File: src/common/sqrtPkg.sv
package sqrtPkg;

  // lane geometry
  localparam int laneW = 16;
  localparam int tagW = 4;

  // iterations per operation in one lane core
  localparam int divSteps = laneW;       // one quotient bit per cycle
  localparam int sqrtSteps = laneW / 2;  // two radicand bits per cycle
  localparam int cntW = $clog2(divSteps);

  // opcode as seen on the request packet
  typedef enum logic [1:0] {
    opDiv2  = 2'd0,  // divide, both lanes
    opSqrt2 = 2'd1,  // square root, both lanes
    opDiv1  = 2'd2,  // divide, low lane only
    opSqrt1 = 2'd3   // square root, low lane only
  } sqrtOp_e;

  // lane core FSM
  typedef enum logic [1:0] {
    laneIdle = 2'd0,
    laneRun  = 2'd1,
    laneDone = 2'd2
  } laneState_e;

  // request from the outside, held stable while inReq is high
  typedef struct packed {
    sqrtOp_e op;
    logic [tagW-1:0] tag;
    logic [laneW-1:0] aLo;  // dividend or radicand
    logic [laneW-1:0] bLo;  // divisor, unused for sqrt
    logic [laneW-1:0] aHi;
    logic [laneW-1:0] bHi;
  } sqrtReq_t;

  // command into one lane core
  typedef struct packed {
    logic isSqrt;
    logic [laneW-1:0] a;
    logic [laneW-1:0] b;
  } laneCmd_t;

  // result out of one lane core
  typedef struct packed {
    logic [laneW-1:0] quotient;   // root for sqrt, zero-extended
    logic [laneW-1:0] remainder;
    logic divZero;
  } laneRes_t;

  // issue side bookkeeping, follows the operation into packing
  typedef struct packed {
    logic [tagW-1:0] tag;
    logic pair;  // high lane was started
  } issueInfo_t;

  // response to the outside
  typedef struct packed {
    logic [tagW-1:0] tag;
    laneRes_t lo;
    laneRes_t hi;
  } sqrtResp_t;

endpackage

File: src/source/sqrtIssue.sv
`timescale 1ns/10ps

module sqrtIssue (
  input  logic clk,
  input  logic rstN,
  // four-phase input side
  input  logic inReq,
  input  sqrtPkg::sqrtReq_t inPkt,
  output logic inAck,
  // lane and packing status
  input  logic busyLo,
  input  logic busyHi,
  input  logic infoReady,
  // lane start
  output logic startLo,
  output logic startHi,
  output sqrtPkg::laneCmd_t cmdLo,
  output sqrtPkg::laneCmd_t cmdHi,
  // bookkeeping to packing
  output logic infoValid,
  output sqrtPkg::issueInfo_t info
);
  import sqrtPkg::*;

  logic held;          // holding register occupied
  sqrtReq_t holdPkt;
  logic accept;
  logic go;
  logic isSqrt;
  logic pair;

  // new request seen and nowhere else to go but the holding register
  assign accept = inReq && !inAck && !held;

  always_ff @(posedge clk) begin
    if (!rstN) begin
      inAck <= 1'b0;
      held <= 1'b0;
    end else begin
      if (accept) begin
        inAck <= 1'b1;
      end else if (inAck && !inReq) begin
        inAck <= 1'b0;  // return to zero
      end

      if (accept) begin
        held <= 1'b1;
      end else if (go) begin
        held <= 1'b0;
      end
    end
  end

  always_ff @(posedge clk) begin
    if (accept) begin
      holdPkt <= inPkt;
    end
  end

  // opcode decode
  always_comb begin
    case (holdPkt.op)
      opDiv2: begin
        isSqrt = 1'b0;
        pair = 1'b1;
      end
      opSqrt2: begin
        isSqrt = 1'b1;
        pair = 1'b1;
      end
      opDiv1: begin
        isSqrt = 1'b0;
        pair = 1'b0;
      end
      opSqrt1: begin
        isSqrt = 1'b1;
        pair = 1'b0;
      end
      default: begin
        isSqrt = 1'b0;
        pair = 1'b0;
      end
    endcase
  end

  // both cores idle and packing has room for the bookkeeping
  assign go = held && !busyLo && !busyHi && infoReady;

  assign startLo = go;
  assign startHi = go && pair;  // high lane stays idle for single ops
  assign infoValid = go;

  assign cmdLo = '{isSqrt: isSqrt, a: holdPkt.aLo, b: holdPkt.bLo};
  assign cmdHi = '{isSqrt: isSqrt, a: holdPkt.aHi, b: holdPkt.bHi};
  assign info = '{tag: holdPkt.tag, pair: pair};

endmodule

File: src/source/sqrtResultPack.sv
`timescale 1ns/10ps

module sqrtResultPack (
  input  logic clk,
  input  logic rstN,
  // bookkeeping from issue
  input  logic infoValid,
  input  sqrtPkg::issueInfo_t info,
  output logic infoReady,
  // lane results
  input  logic doneLo,
  input  logic doneHi,
  input  sqrtPkg::laneRes_t resLo,
  input  sqrtPkg::laneRes_t resHi,
  output logic take,
  // four-phase output side
  output logic outReq,
  output sqrtPkg::sqrtResp_t outPkt,
  input  logic outAck
);
  import sqrtPkg::*;

  // output handshake phases
  typedef enum logic [1:0] {
    outEmpty   = 2'd0,
    outHold    = 2'd1,  // outReq high, waiting for outAck
    outRelease = 2'd2   // waiting for outAck to return low
  } outState_e;

  outState_e outState;
  logic infoFull;
  issueInfo_t infoReg;
  logic lanesDone;

  assign infoReady = !infoFull;

  // high lane only matters for paired ops
  assign lanesDone = infoFull && doneLo && (doneHi || !infoReg.pair);
  assign take = lanesDone && (outState == outEmpty);
  assign outReq = outState == outHold;

  always_ff @(posedge clk) begin
    if (!rstN) begin
      infoFull <= 1'b0;
      outState <= outEmpty;
    end else begin
      if (infoValid) begin
        infoFull <= 1'b1;
      end else if (take) begin
        infoFull <= 1'b0;
      end

      case (outState)
        outEmpty: begin
          if (take) begin
            outState <= outHold;
          end
        end
        outHold: begin
          if (outAck) begin
            outState <= outRelease;
          end
        end
        outRelease: begin
          if (!outAck) begin
            outState <= outEmpty;  // register free again
          end
        end
        default: begin
          outState <= outEmpty;
        end
      endcase
    end
  end

  always_ff @(posedge clk) begin
    if (infoValid) begin
      infoReg <= info;
    end
    if (take) begin
      outPkt.tag <= infoReg.tag;
      outPkt.lo <= resLo;
      outPkt.hi <= infoReg.pair ? resHi : '0;  // idle lane reads zero
    end
  end

endmodule

File: src/source/sqrtUnit.sv
`timescale 1ns/10ps

module sqrtUnit (
  input  logic clk,
  input  logic rstN,
  input  logic inReq,
  input  sqrtPkg::sqrtReq_t inPkt,
  output logic inAck,
  output logic outReq,
  output sqrtPkg::sqrtResp_t outPkt,
  input  logic outAck
);
  import sqrtPkg::*;

  // issue to cores
  logic startLo;
  logic startHi;
  laneCmd_t cmdLo;
  laneCmd_t cmdHi;
  logic busyLo;
  logic busyHi;

  // issue to packing
  logic infoValid;
  logic infoReady;
  issueInfo_t info;

  // cores to packing
  logic doneLo;
  logic doneHi;
  laneRes_t resLo;
  laneRes_t resHi;
  logic take;  // shared by both lanes

  sqrtIssue issue (
    .clk(clk),
    .rstN(rstN),
    .inReq(inReq),
    .inPkt(inPkt),
    .inAck(inAck),
    .busyLo(busyLo),
    .busyHi(busyHi),
    .infoReady(infoReady),
    .startLo(startLo),
    .startHi(startHi),
    .cmdLo(cmdLo),
    .cmdHi(cmdHi),
    .infoValid(infoValid),
    .info(info)
  );

  sqrtLaneCore laneLo (
    .clk(clk),
    .rstN(rstN),
    .start(startLo),
    .cmd(cmdLo),
    .busy(busyLo),
    .done(doneLo),
    .res(resLo),
    .take(take)
  );

  // high lane, started for paired ops only
  sqrtLaneCore laneHi (
    .clk(clk),
    .rstN(rstN),
    .start(startHi),
    .cmd(cmdHi),
    .busy(busyHi),
    .done(doneHi),
    .res(resHi),
    .take(take)
  );

  sqrtResultPack pack (
    .clk(clk),
    .rstN(rstN),
    .infoValid(infoValid),
    .info(info),
    .infoReady(infoReady),
    .doneLo(doneLo),
    .doneHi(doneHi),
    .resLo(resLo),
    .resHi(resHi),
    .take(take),
    .outReq(outReq),
    .outPkt(outPkt),
    .outAck(outAck)
  );

endmodule

File: src/sqrtLane/sqrtLaneCore.sv
`timescale 1ns/10ps

module sqrtLaneCore (
  input  logic clk,
  input  logic rstN,
  input  logic start,
  input  sqrtPkg::laneCmd_t cmd,
  output logic busy,
  output logic done,
  output sqrtPkg::laneRes_t res,
  input  logic take
);
  import sqrtPkg::*;

  laneState_e state;
  logic [cntW-1:0] stepCnt;  // iterations left after this one

  // datapath registers, shared by divide and sqrt
  logic isSqrtReg;
  logic divZeroReg;
  logic [laneW-1:0] remReg;    // partial remainder
  logic [laneW-1:0] shiftReg;  // dividend shifting into quotient, or radicand
  logic [laneW-1:0] auxReg;    // divisor, or root being built

  // divide step
  logic [laneW:0] divShift;
  logic [laneW:0] divDiff;
  logic divFits;

  // sqrt step
  logic [laneW:0] sqShift;
  logic [laneW:0] sqTrial;
  logic [laneW:0] sqDiff;
  logic sqFits;

  logic [laneW-1:0] remNext;
  logic [laneW-1:0] shiftNext;
  logic [laneW-1:0] auxNext;

  logic load;

  assign load = (state == laneIdle) && start;

  // FSM
  always_ff @(posedge clk) begin
    if (!rstN) begin
      state <= laneIdle;
      stepCnt <= '0;
    end else begin
      case (state)
        laneIdle: begin
          if (start) begin
            state <= laneRun;
            stepCnt <= cmd.isSqrt ? cntW'(sqrtSteps - 1) : cntW'(divSteps - 1);
          end
        end
        laneRun: begin
          if (stepCnt == '0) begin
            state <= laneDone;
          end
          stepCnt <= stepCnt - 1'b1;
        end
        laneDone: begin
          if (take) begin
            state <= laneIdle;  // result consumed by packing
          end
        end
        default: begin
          state <= laneIdle;
        end
      endcase
    end
  end

  // one iteration of either algorithm
  always_comb begin
    // restoring division, bring down next dividend bit
    divShift = {remReg, shiftReg[laneW-1]};
    divFits = divShift >= {1'b0, auxReg};
    divDiff = divShift - {1'b0, auxReg};

    // digit-by-digit root, bring down next two radicand bits
    sqShift = {remReg[laneW-2:0], shiftReg[laneW-1 -: 2]};
    sqTrial = {auxReg[laneW-2:0], 2'b01};  // 4*root + 1
    sqFits = sqShift >= sqTrial;
    sqDiff = sqShift - sqTrial;

    if (isSqrtReg) begin
      remNext = sqFits ? sqDiff[laneW-1:0] : sqShift[laneW-1:0];
      shiftNext = {shiftReg[laneW-3:0], 2'b00};
      auxNext = {auxReg[laneW-2:0], sqFits};
    end else begin
      remNext = divFits ? divDiff[laneW-1:0] : divShift[laneW-1:0];
      shiftNext = {shiftReg[laneW-2:0], divFits};
      auxNext = auxReg;
    end
  end

  // with a zero divisor every step fits, which leaves an all-ones
  // quotient and the dividend in the remainder on the normal schedule
  always_ff @(posedge clk) begin
    if (load) begin
      isSqrtReg <= cmd.isSqrt;
      divZeroReg <= !cmd.isSqrt && (cmd.b == '0);
      remReg <= '0;
      shiftReg <= cmd.a;
      auxReg <= cmd.isSqrt ? '0 : cmd.b;
    end else if (state == laneRun) begin
      remReg <= remNext;
      shiftReg <= shiftNext;
      auxReg <= auxNext;
    end
  end

  assign busy = state != laneIdle;  // done counts as busy until taken
  assign done = state == laneDone;

  // root never exceeds 8 bits, so auxReg is already zero-extended
  assign res.quotient = isSqrtReg ? auxReg : shiftReg;
  assign res.remainder = remReg;
  assign res.divZero = divZeroReg;

endmodule
File: config.mk
export PLATFORM = sky130hd
export DESIGN_NAME = sqrtUnit
export DESIGN_NICKNAME = d
export VERILOG_FILES = /design/src/common/sqrtPkg.sv /design/src/source/sqrtIssue.sv /design/src/source/sqrtResultPack.sv /design/src/source/sqrtUnit.sv /design/src/sqrtLane/sqrtLaneCore.sv
export SDC_FILE = /design/constraint.sdc
export NUM_CORES = 1
export LEC_CHECK = 0
export BUFFER_PORTS_ARGS = -buffer_cell sky130_fd_sc_hd__buf_2
export CORE_ASPECT_RATIO = 1.2
export CORE_MARGIN = 1
export CORE_UTILIZATION = 45
export CTS_BUF_LIST = sky130_fd_sc_hd__clkbuf_16
export DETAILED_ROUTE_END_ITERATION = 12
export PLACE_DENSITY = 0.71
export SYNTH_ARGS = -nofsm -noshare
export SYNTH_HDL_FRONTEND = slang
export SYNTH_SLANG_ARGS = --single-unit
export TNS_END_PERCENT = 20
File: constraint.sdc
create_clock -name clk -period 7.4 [get_ports clk]
set_input_delay 1.11 -clock clk [delete_from_list [all_inputs] [get_ports clk]]
set_output_delay 1.11 -clock clk [all_outputs]
set_load 0.03 [all_outputs]
==> results.tsv, run 1 <==
metric	value	unit
Slew Viols, Final	0	
H-Tree Depth	1	
antenna violations before repair	0	
area of the multi-input gates	6200	µm²
CP Capture Type	flip-flop	
Hold Path Depth	0	
total track usage	22.6	%
Clock transition at path regs	60	ps
Top FF cell, synth	edfxtp_1	
Syn-to-layout area delta	13.8	%
switch share	35.6	%
Clock Latency Late Sink	550	ps
sequential area share after synthesis	52.6	%
Fin Clk Skew	16.7	ps
Crit Reg-Reg Startpoint	laneLo.state[0]	
Pre-antenna DRT Iters	5	
top cells by area, synth	edfxtp_1, dfxtp_1, ha_1	
maximum clock frequency	263	MHz
CP Launch Type	flip-flop	
leakage	0.00665	µW
# placed instances	1763	
Syn Inst Count	1263	
DP HPWL	26400	µm
final setup TNS	0	ps
clk sinks	262	
Final ANT Viol Nets	0	
Tcrit/Tclk final	51.4	%
Via density	5.67	
DRC	0	
slew margin rel.	15.4	%
Power Internal	3360	µW
post-cts sizing count	0	
Final GP Congestion	0.949	
Psw	1850	µW
Final #Nets	1540	
post-synth top area share	45.6	%
worst hold endpoint	pack.infoReg[4]	
final core utilization	52.2	%
PnR worst setup slack	3590	ps
DIE AREA	31900	µm²
CTS Root Cell	clkbuf_16	
clock power share	24.8	%
Yosys reg bits	262	
Reg2Reg Setup Slack	3590	ps
vias in the first global route	10300	
top cell type by total area after synthesis	edfxtp_1	
Core Rows	70	
status	complete, no violations	
endpoints failing hold	0	
Tot Pwr	5220	µW
fraction of layout cells with a size suffix above 1	16.2	%
Yosys cell types	72	
minimum clock period	3810	ps
CTS tree	built	
crit path DAT	4300	ps
FF/Latch Area	7380	µm²
largest net degree at the start of global routing	67	
peak supply drop	0.216	mV
Port Buffer Count	145	
critical path class	flip-flop to flip-flop	
Synth top cells by count	edfxtp_1, nand2_1, o21ai_0	
Reg-to-Reg End	laneHi.stepCnt[3]	
Post-synth EDFFs	213	
Hold Path Class	flip-flop to flip-flop	
Detailed Route WL	35800	µm
Comb power frac	36.3	%
Die Width	163	µm
cell depth of the worst flop-to-flop path	11	
pwr/cell area	327	nW/µm²
Die H	195	µm
Setup Fix Bufs, Post-CTS	0	
Overflow after GRT	0	
mapped cell area	14000	µm²
required time of the critical path	7890	ps
Bufs on Longest Clock Path	3	
Net Count, Synth	1407	
Boundary Pins	146	
Setup WS pre-CTS	3640	ps
most frequent cell after synthesis	edfxtp_1	
CP Max Fanout	66	
TritonCTS Buffers	27	
synth warn	0	
core area	30600	µm²
diode count	0	
Seq pwr share	38.9	%
Mean Syn Cell Area	11.1	µm²
1st-iter DRT viols	806	
Async SR Flop Fraction	0	%
max cap viols	0	
hold_sp	issue.info[4]	
count of final setup violators	0	
Worst-Margin Slew	1270	ps
first-pass GRT wire length	55300	µm
Avg WL per Cell	19.7	µm
RSZ-0062 raised after global routing	no	
Fill cells	2695	
hold buffers post-CTS	0	
Finished Layout Cells	1813	
Initial Util	45.9	%
vias post-DR	10300	
## worst max-delay path, stage by stage (launching register included)
cell      delay, ps
dfxtp_1         390
nor4_1           80
nand3b_1        110
clkinv_1         70
buf_4           250
nand2_1         290
inv_1            70
buf_4           300
nor2_1          980
inv_1           720
a31oi_1         360
o21a_1          130
## cell type report
class,instances,share of cell area [%]
Multi-Input combinational cell,887,38.8
Sequential cell,262,46.3
Tap cell,396,3.11
Clock buffer,27,4.24
Timing Repair Buffer,157,5.11
Inverter,61,1.44
Clock inverter,23,1.00
## registers in the layout (all words and copies together), names as in the netlist, 2 cells and up
register	cells
laneHi.remReg	16
laneLo.state	2
issue.info	4
pack.outState	2
laneHi.shiftReg	16
laneLo.auxReg	16
pack.outPkt	70
laneHi.auxReg	16
issue.cmdLo	32
laneLo.shiftReg	16
laneHi.state	2
laneLo.remReg	16
issue.holdPkt	2
issue.cmdHi	32
laneHi.stepCnt	4
laneLo.stepCnt	4
pack.infoReg	5
## logic make-up after synthesis
group | share of synthesized area (%)
xor gates and xnor gates | 3.12
adders and majority gates | 6.35
buffers and inverters | 3.25
AOI/OAI and AO/OA | 14.3
and+or+nand+nor | 12.5
DFF | 52.6
muxes | 7.87
## worst max path at each step
stage,start,endpoint,slack (ps),cells past startpoint
6_report,laneLo.state[0],laneHi.stepCnt[3],3590,11
4_1_cts,laneLo.state[0],laneHi.stepCnt[3],3640,11
2_1_floorplan,inReq,issue.cmdHi[0],580,1
5_1_grt,laneLo.state[0],laneHi.stepCnt[3],3340,11
3_3_place_gp,laneLo.state[0],laneHi.stepCnt[0],3700,10
3_5_place_dp,laneLo.state[0],laneHi.stepCnt[3],3640,11
## metrics by stage
stage	hold WS [ps]	instance area, µm²
after global placement	407	15100
after CTS	424	15900
after floorplan	400	14000
after global routing	427	15900
final	422	15900
after detailed placement	407	15100
## power by group through the flow
| stage | sequential, µW | clock (µW) | combinational, µW |
|---|---|---|---|
| global route | 2050 | 1370 | 2100 |
| global placement | 2060 | 0 | 1850 |
| finish | 2030 | 1290 | 1890 |
| detailed placement | 2060 | 0 | 1860 |
| CTS | 2030 | 1320 | 1880 |
| floorplan | 1960 | 0 | 1500 |
## routing by layer
layer  track usage (%)  up-vias  wire, µm  share of wire, %
met5                 0        -         0                 0
met2              39.4      315     17900                50
met1              26.6     4907     14300                40
met4              12.8        0      1930               5.4
met3              3.10      100      1720               4.8
li1                  -     4963         -                 -
## placed cells by master (no fill, tap or decap), drive strengths merged, types with 9 or more instances in the layout
cell	n
a211oi	10
a21o	20
a21oi	58
a31oi	12
and2	23
and3	9
buf	157
clkbuf	27
clkinv	10
dfxtp	49
edfxtp	213
ha	68
inv	71
mux2	23
mux2i	84
nand2	119
nand2b	24
nand3	32
nand4	12
nor2	49
nor2b	32
nor3	19
nor4	11
o211ai	14
o21a	17
o21ai	96
o31ai	9
xnor2	34
xor2	16
(Power assumes the default switching activity.)
==> run 2: changes to the inputs <==
==> constraint.sdc (replaced) <==
create_clock -name clk -period 3.85 [get_ports clk]
set_input_delay 0.5775 -clock clk [delete_from_list [all_inputs] [get_ports clk]]
set_output_delay 0.5775 -clock clk [all_outputs]
set_load 0.03 [all_outputs]
==> run 2 against run 1 <==
  * Hold slack lost 230 ps
  * Power increased by 99%
  * Clock skew fell by 5.1 ps
  * Setup slack worse by 3000 ps
  * Flip-flop and latch count unchanged
  * Core utilization grew 0.59 points
  * Register-to-register slack worse by 3000 ps
  * Via count hardly changed
  * Critical path type unchanged
  * Largest cell class unchanged
  * Highest routed layer is now met5
==> results.tsv, run 2 (synthesis results as in run 1) <==
metric	value	unit	change
TritonCTS Buffers	28		+3.7%
CTS tree	built		
H-Tree Depth	1		unchanged
crit path DAT	3710	ps	-590 ps
Psw	3700	µW	+100%
Design Area, Final	16100	µm²	+1.1%
Avg WL per Cell	20.3	µm	+2.6%
Slowest cell on crit path	or3_1		
critical path class	flip-flop to flip-flop		
hold buffers post-CTS	0		unchanged
Initial Util	45.9	%	unchanged
metal3 WL	1710	µm	-0.70%
vias in the first global route	10400		+1.3%
required time of the critical path	4290	ps	-3600 ps
peak supply drop	0.415	mV	+92%
clock power share	26.7	%	+1.9 points
RSZ-0062 raised after global routing	no		
CP Max Fanout	19		-71%
Port Buffer Count	145		unchanged
top sig layer	met5		
fraction of layout cells with a size suffix above 1	17.4	%	+1.2 points
Fill cells	2686		-0.33%
Seq pwr share	37.4	%	-1.5 points
Fin Clk Skew	11.6	ps	-5.12 ps
largest net degree at the start of global routing	66		-1.5%
diode count	0		unchanged
Final #Nets	1547		+0.45%
minimum clock period	3260	ps	-542 ps
pwr/cell area	643	nW/µm²	+97%
Hold Path Class	input pin to flip-flop		
max cap viols	0		unchanged
core area	30600	µm²	unchanged
met2 wire len	18400	µm	+3.1%
Comb power frac	35.8	%	-0.5 points
Final GP Congestion	0.909		-4.2%
vias post-DR	10300		+0.097%
worst-path cell chain	inv_1 -> ha_1 -> nor2b_1 -> o31ai_2 -> a211o_1 -> a211oi_1 -> or3_1 -> mux2_1 -> a221o_1		
Largest Register	pack.outPkt		
count of final setup violators	0		unchanged
CTS Root Cell	clkbuf_16		
antenna violations before repair	1		+1
DIE AREA	31900	µm²	unchanged
Die Width	163	µm	unchanged
DRC	0		unchanged
CP Capture Type	flip-flop		
Syn-to-layout area delta	15.0	%	
DP Area	15200	µm²	+0.42%
Bufs on Longest Clock Path	3		unchanged
WL met1	14700	µm	+3.2%
Boundary Pins	146		unchanged
first-pass GRT wire length	57100	µm	+3.2%
Core Rows	70		unchanged
slowest cell delay on critical path	700	ps	-280 ps
Pre-antenna DRT Iters	5		unchanged
Worst-Margin Slew	946	ps	-323 ps
1st-iter DRT viols	700		-13%
maximum clock frequency	306	MHz	+17%
Final ANT Viol Nets	0		unchanged
clk sinks	262		unchanged
commonest cells after routing, fill and taps aside	edfxtp_1, buf_2, nand2_1, o21ai_0, mux2i_1		
PnR worst setup slack	586	ps	-3010 ps
post-cts sizing count	0		unchanged
CP Launch Type	flip-flop		
commonest non-fill, non-tap cell in the layout	edfxtp_1		
Overflow after GRT	0		unchanged
Clock transition at path regs	70	ps	about the same
Slew Viols, Final	0		unchanged
Setup Fix Bufs, Post-CTS	0		unchanged
final core utilization	52.8	%	+0.59 points
Largest delay share family, worst path	compound AO/OA/AOI/OAI gates		
Largest register FFs	70		unchanged
total track usage	23.4	%	+0.79 points
Detailed Route WL	36900	µm	+3.1%
status	complete, no violations		
CP bufs+invs	1		-4
slew margin rel.	36.9	%	+21 points
endpoints failing hold	0		unchanged
switch share	35.7	%	+0.14 points
leakage	0.00671	µW	+0.86%
Die H	195	µm	unchanged
Via density	5.65		-0.34%
final setup TNS	0	ps	unchanged
Clock Latency Late Sink	560	ps	about the same
DP HPWL	27100	µm	+2.5%
Setup WS pre-CTS	617	ps	-3020 ps
Tcrit/Tclk final	84.8	%	+33 points
Power Internal	6670	µW	+98%
==> run 2: cell types whose count changed in the layout (fill, tap and decap cells not counted), moves of 2 or more <==
cell	previous run	this run
clkinv_1	7	3
clkinv_4	1	4
clkbuf_16	27	29
buf_4	12	17
clkinvlp_4	1	5
inv_1	68	62
==> run 2: cell type report <==
cell class,instances,area [µm²],share of cell area (%)
clock inverters,23,225,1.40
multi-input cells,887,6200,38.5
well taps,396,495,3.07
repair buffers,163,873,5.42
flip-flops and latches,262,7380,45.7
inverters,61,229,1.42
clock buffers,29,726,4.50
==> run 2: worst paths after layout <==
path | end | slack (ps) | from | depth (start not counted)
worst max-delay path | laneHi.remReg[11] | 590 | laneHi.auxReg[1] | 9
worst min register to register | pack.outPkt[67] | 420 | pack.infoReg[2] | 0
worst max register to register | laneHi.remReg[11] | 590 | laneHi.auxReg[1] | 9
worst min-delay path | issue.cmdLo[12] | 190 | inPkt[44] | 1
==> run 2: metrics by stage <==
step / power, µW / hold slack [ps] / cells
CTS: 10400 / 161 / 1821
finish: 10400 / 190 / 1821
global route: 10900 / 165 / 1821
floorplan: 6640 / 400 / 1263
detailed placement: 7570 / 405 / 1769
global placement: 7530 / 402 / 1769
==> run 2: worst register-to-register path: stages (launching register included) <==
cell	delay (ps)
edfxtp_1	440
inv_1	130
ha_1	260
nor2b_1	160
o31ai_2	390
a211o_1	220
a211oi_1	60
or3_1	700
mux2_1	470
a221o_1	310
==> run 2: power by group through the flow <==
stage	Clock, µW	Combinational, µW	Sequential [µW]
global placement	0	3600	3930
floorplan	0	2880	3760
detailed placement	0	3640	3930
CTS	2820	3670	3870
global route	2920	4090	3920
finish	2770	3710	3880
==> run 2: metal layers <==
layer | vias to the layer above | track usage, %
met5 | - | 0
met4 | 2 | 13.2
met3 | 96 | 3.16
met2 | 325 | 40.8
met1 | 4901 | 27.6
li1 | 4971 | -
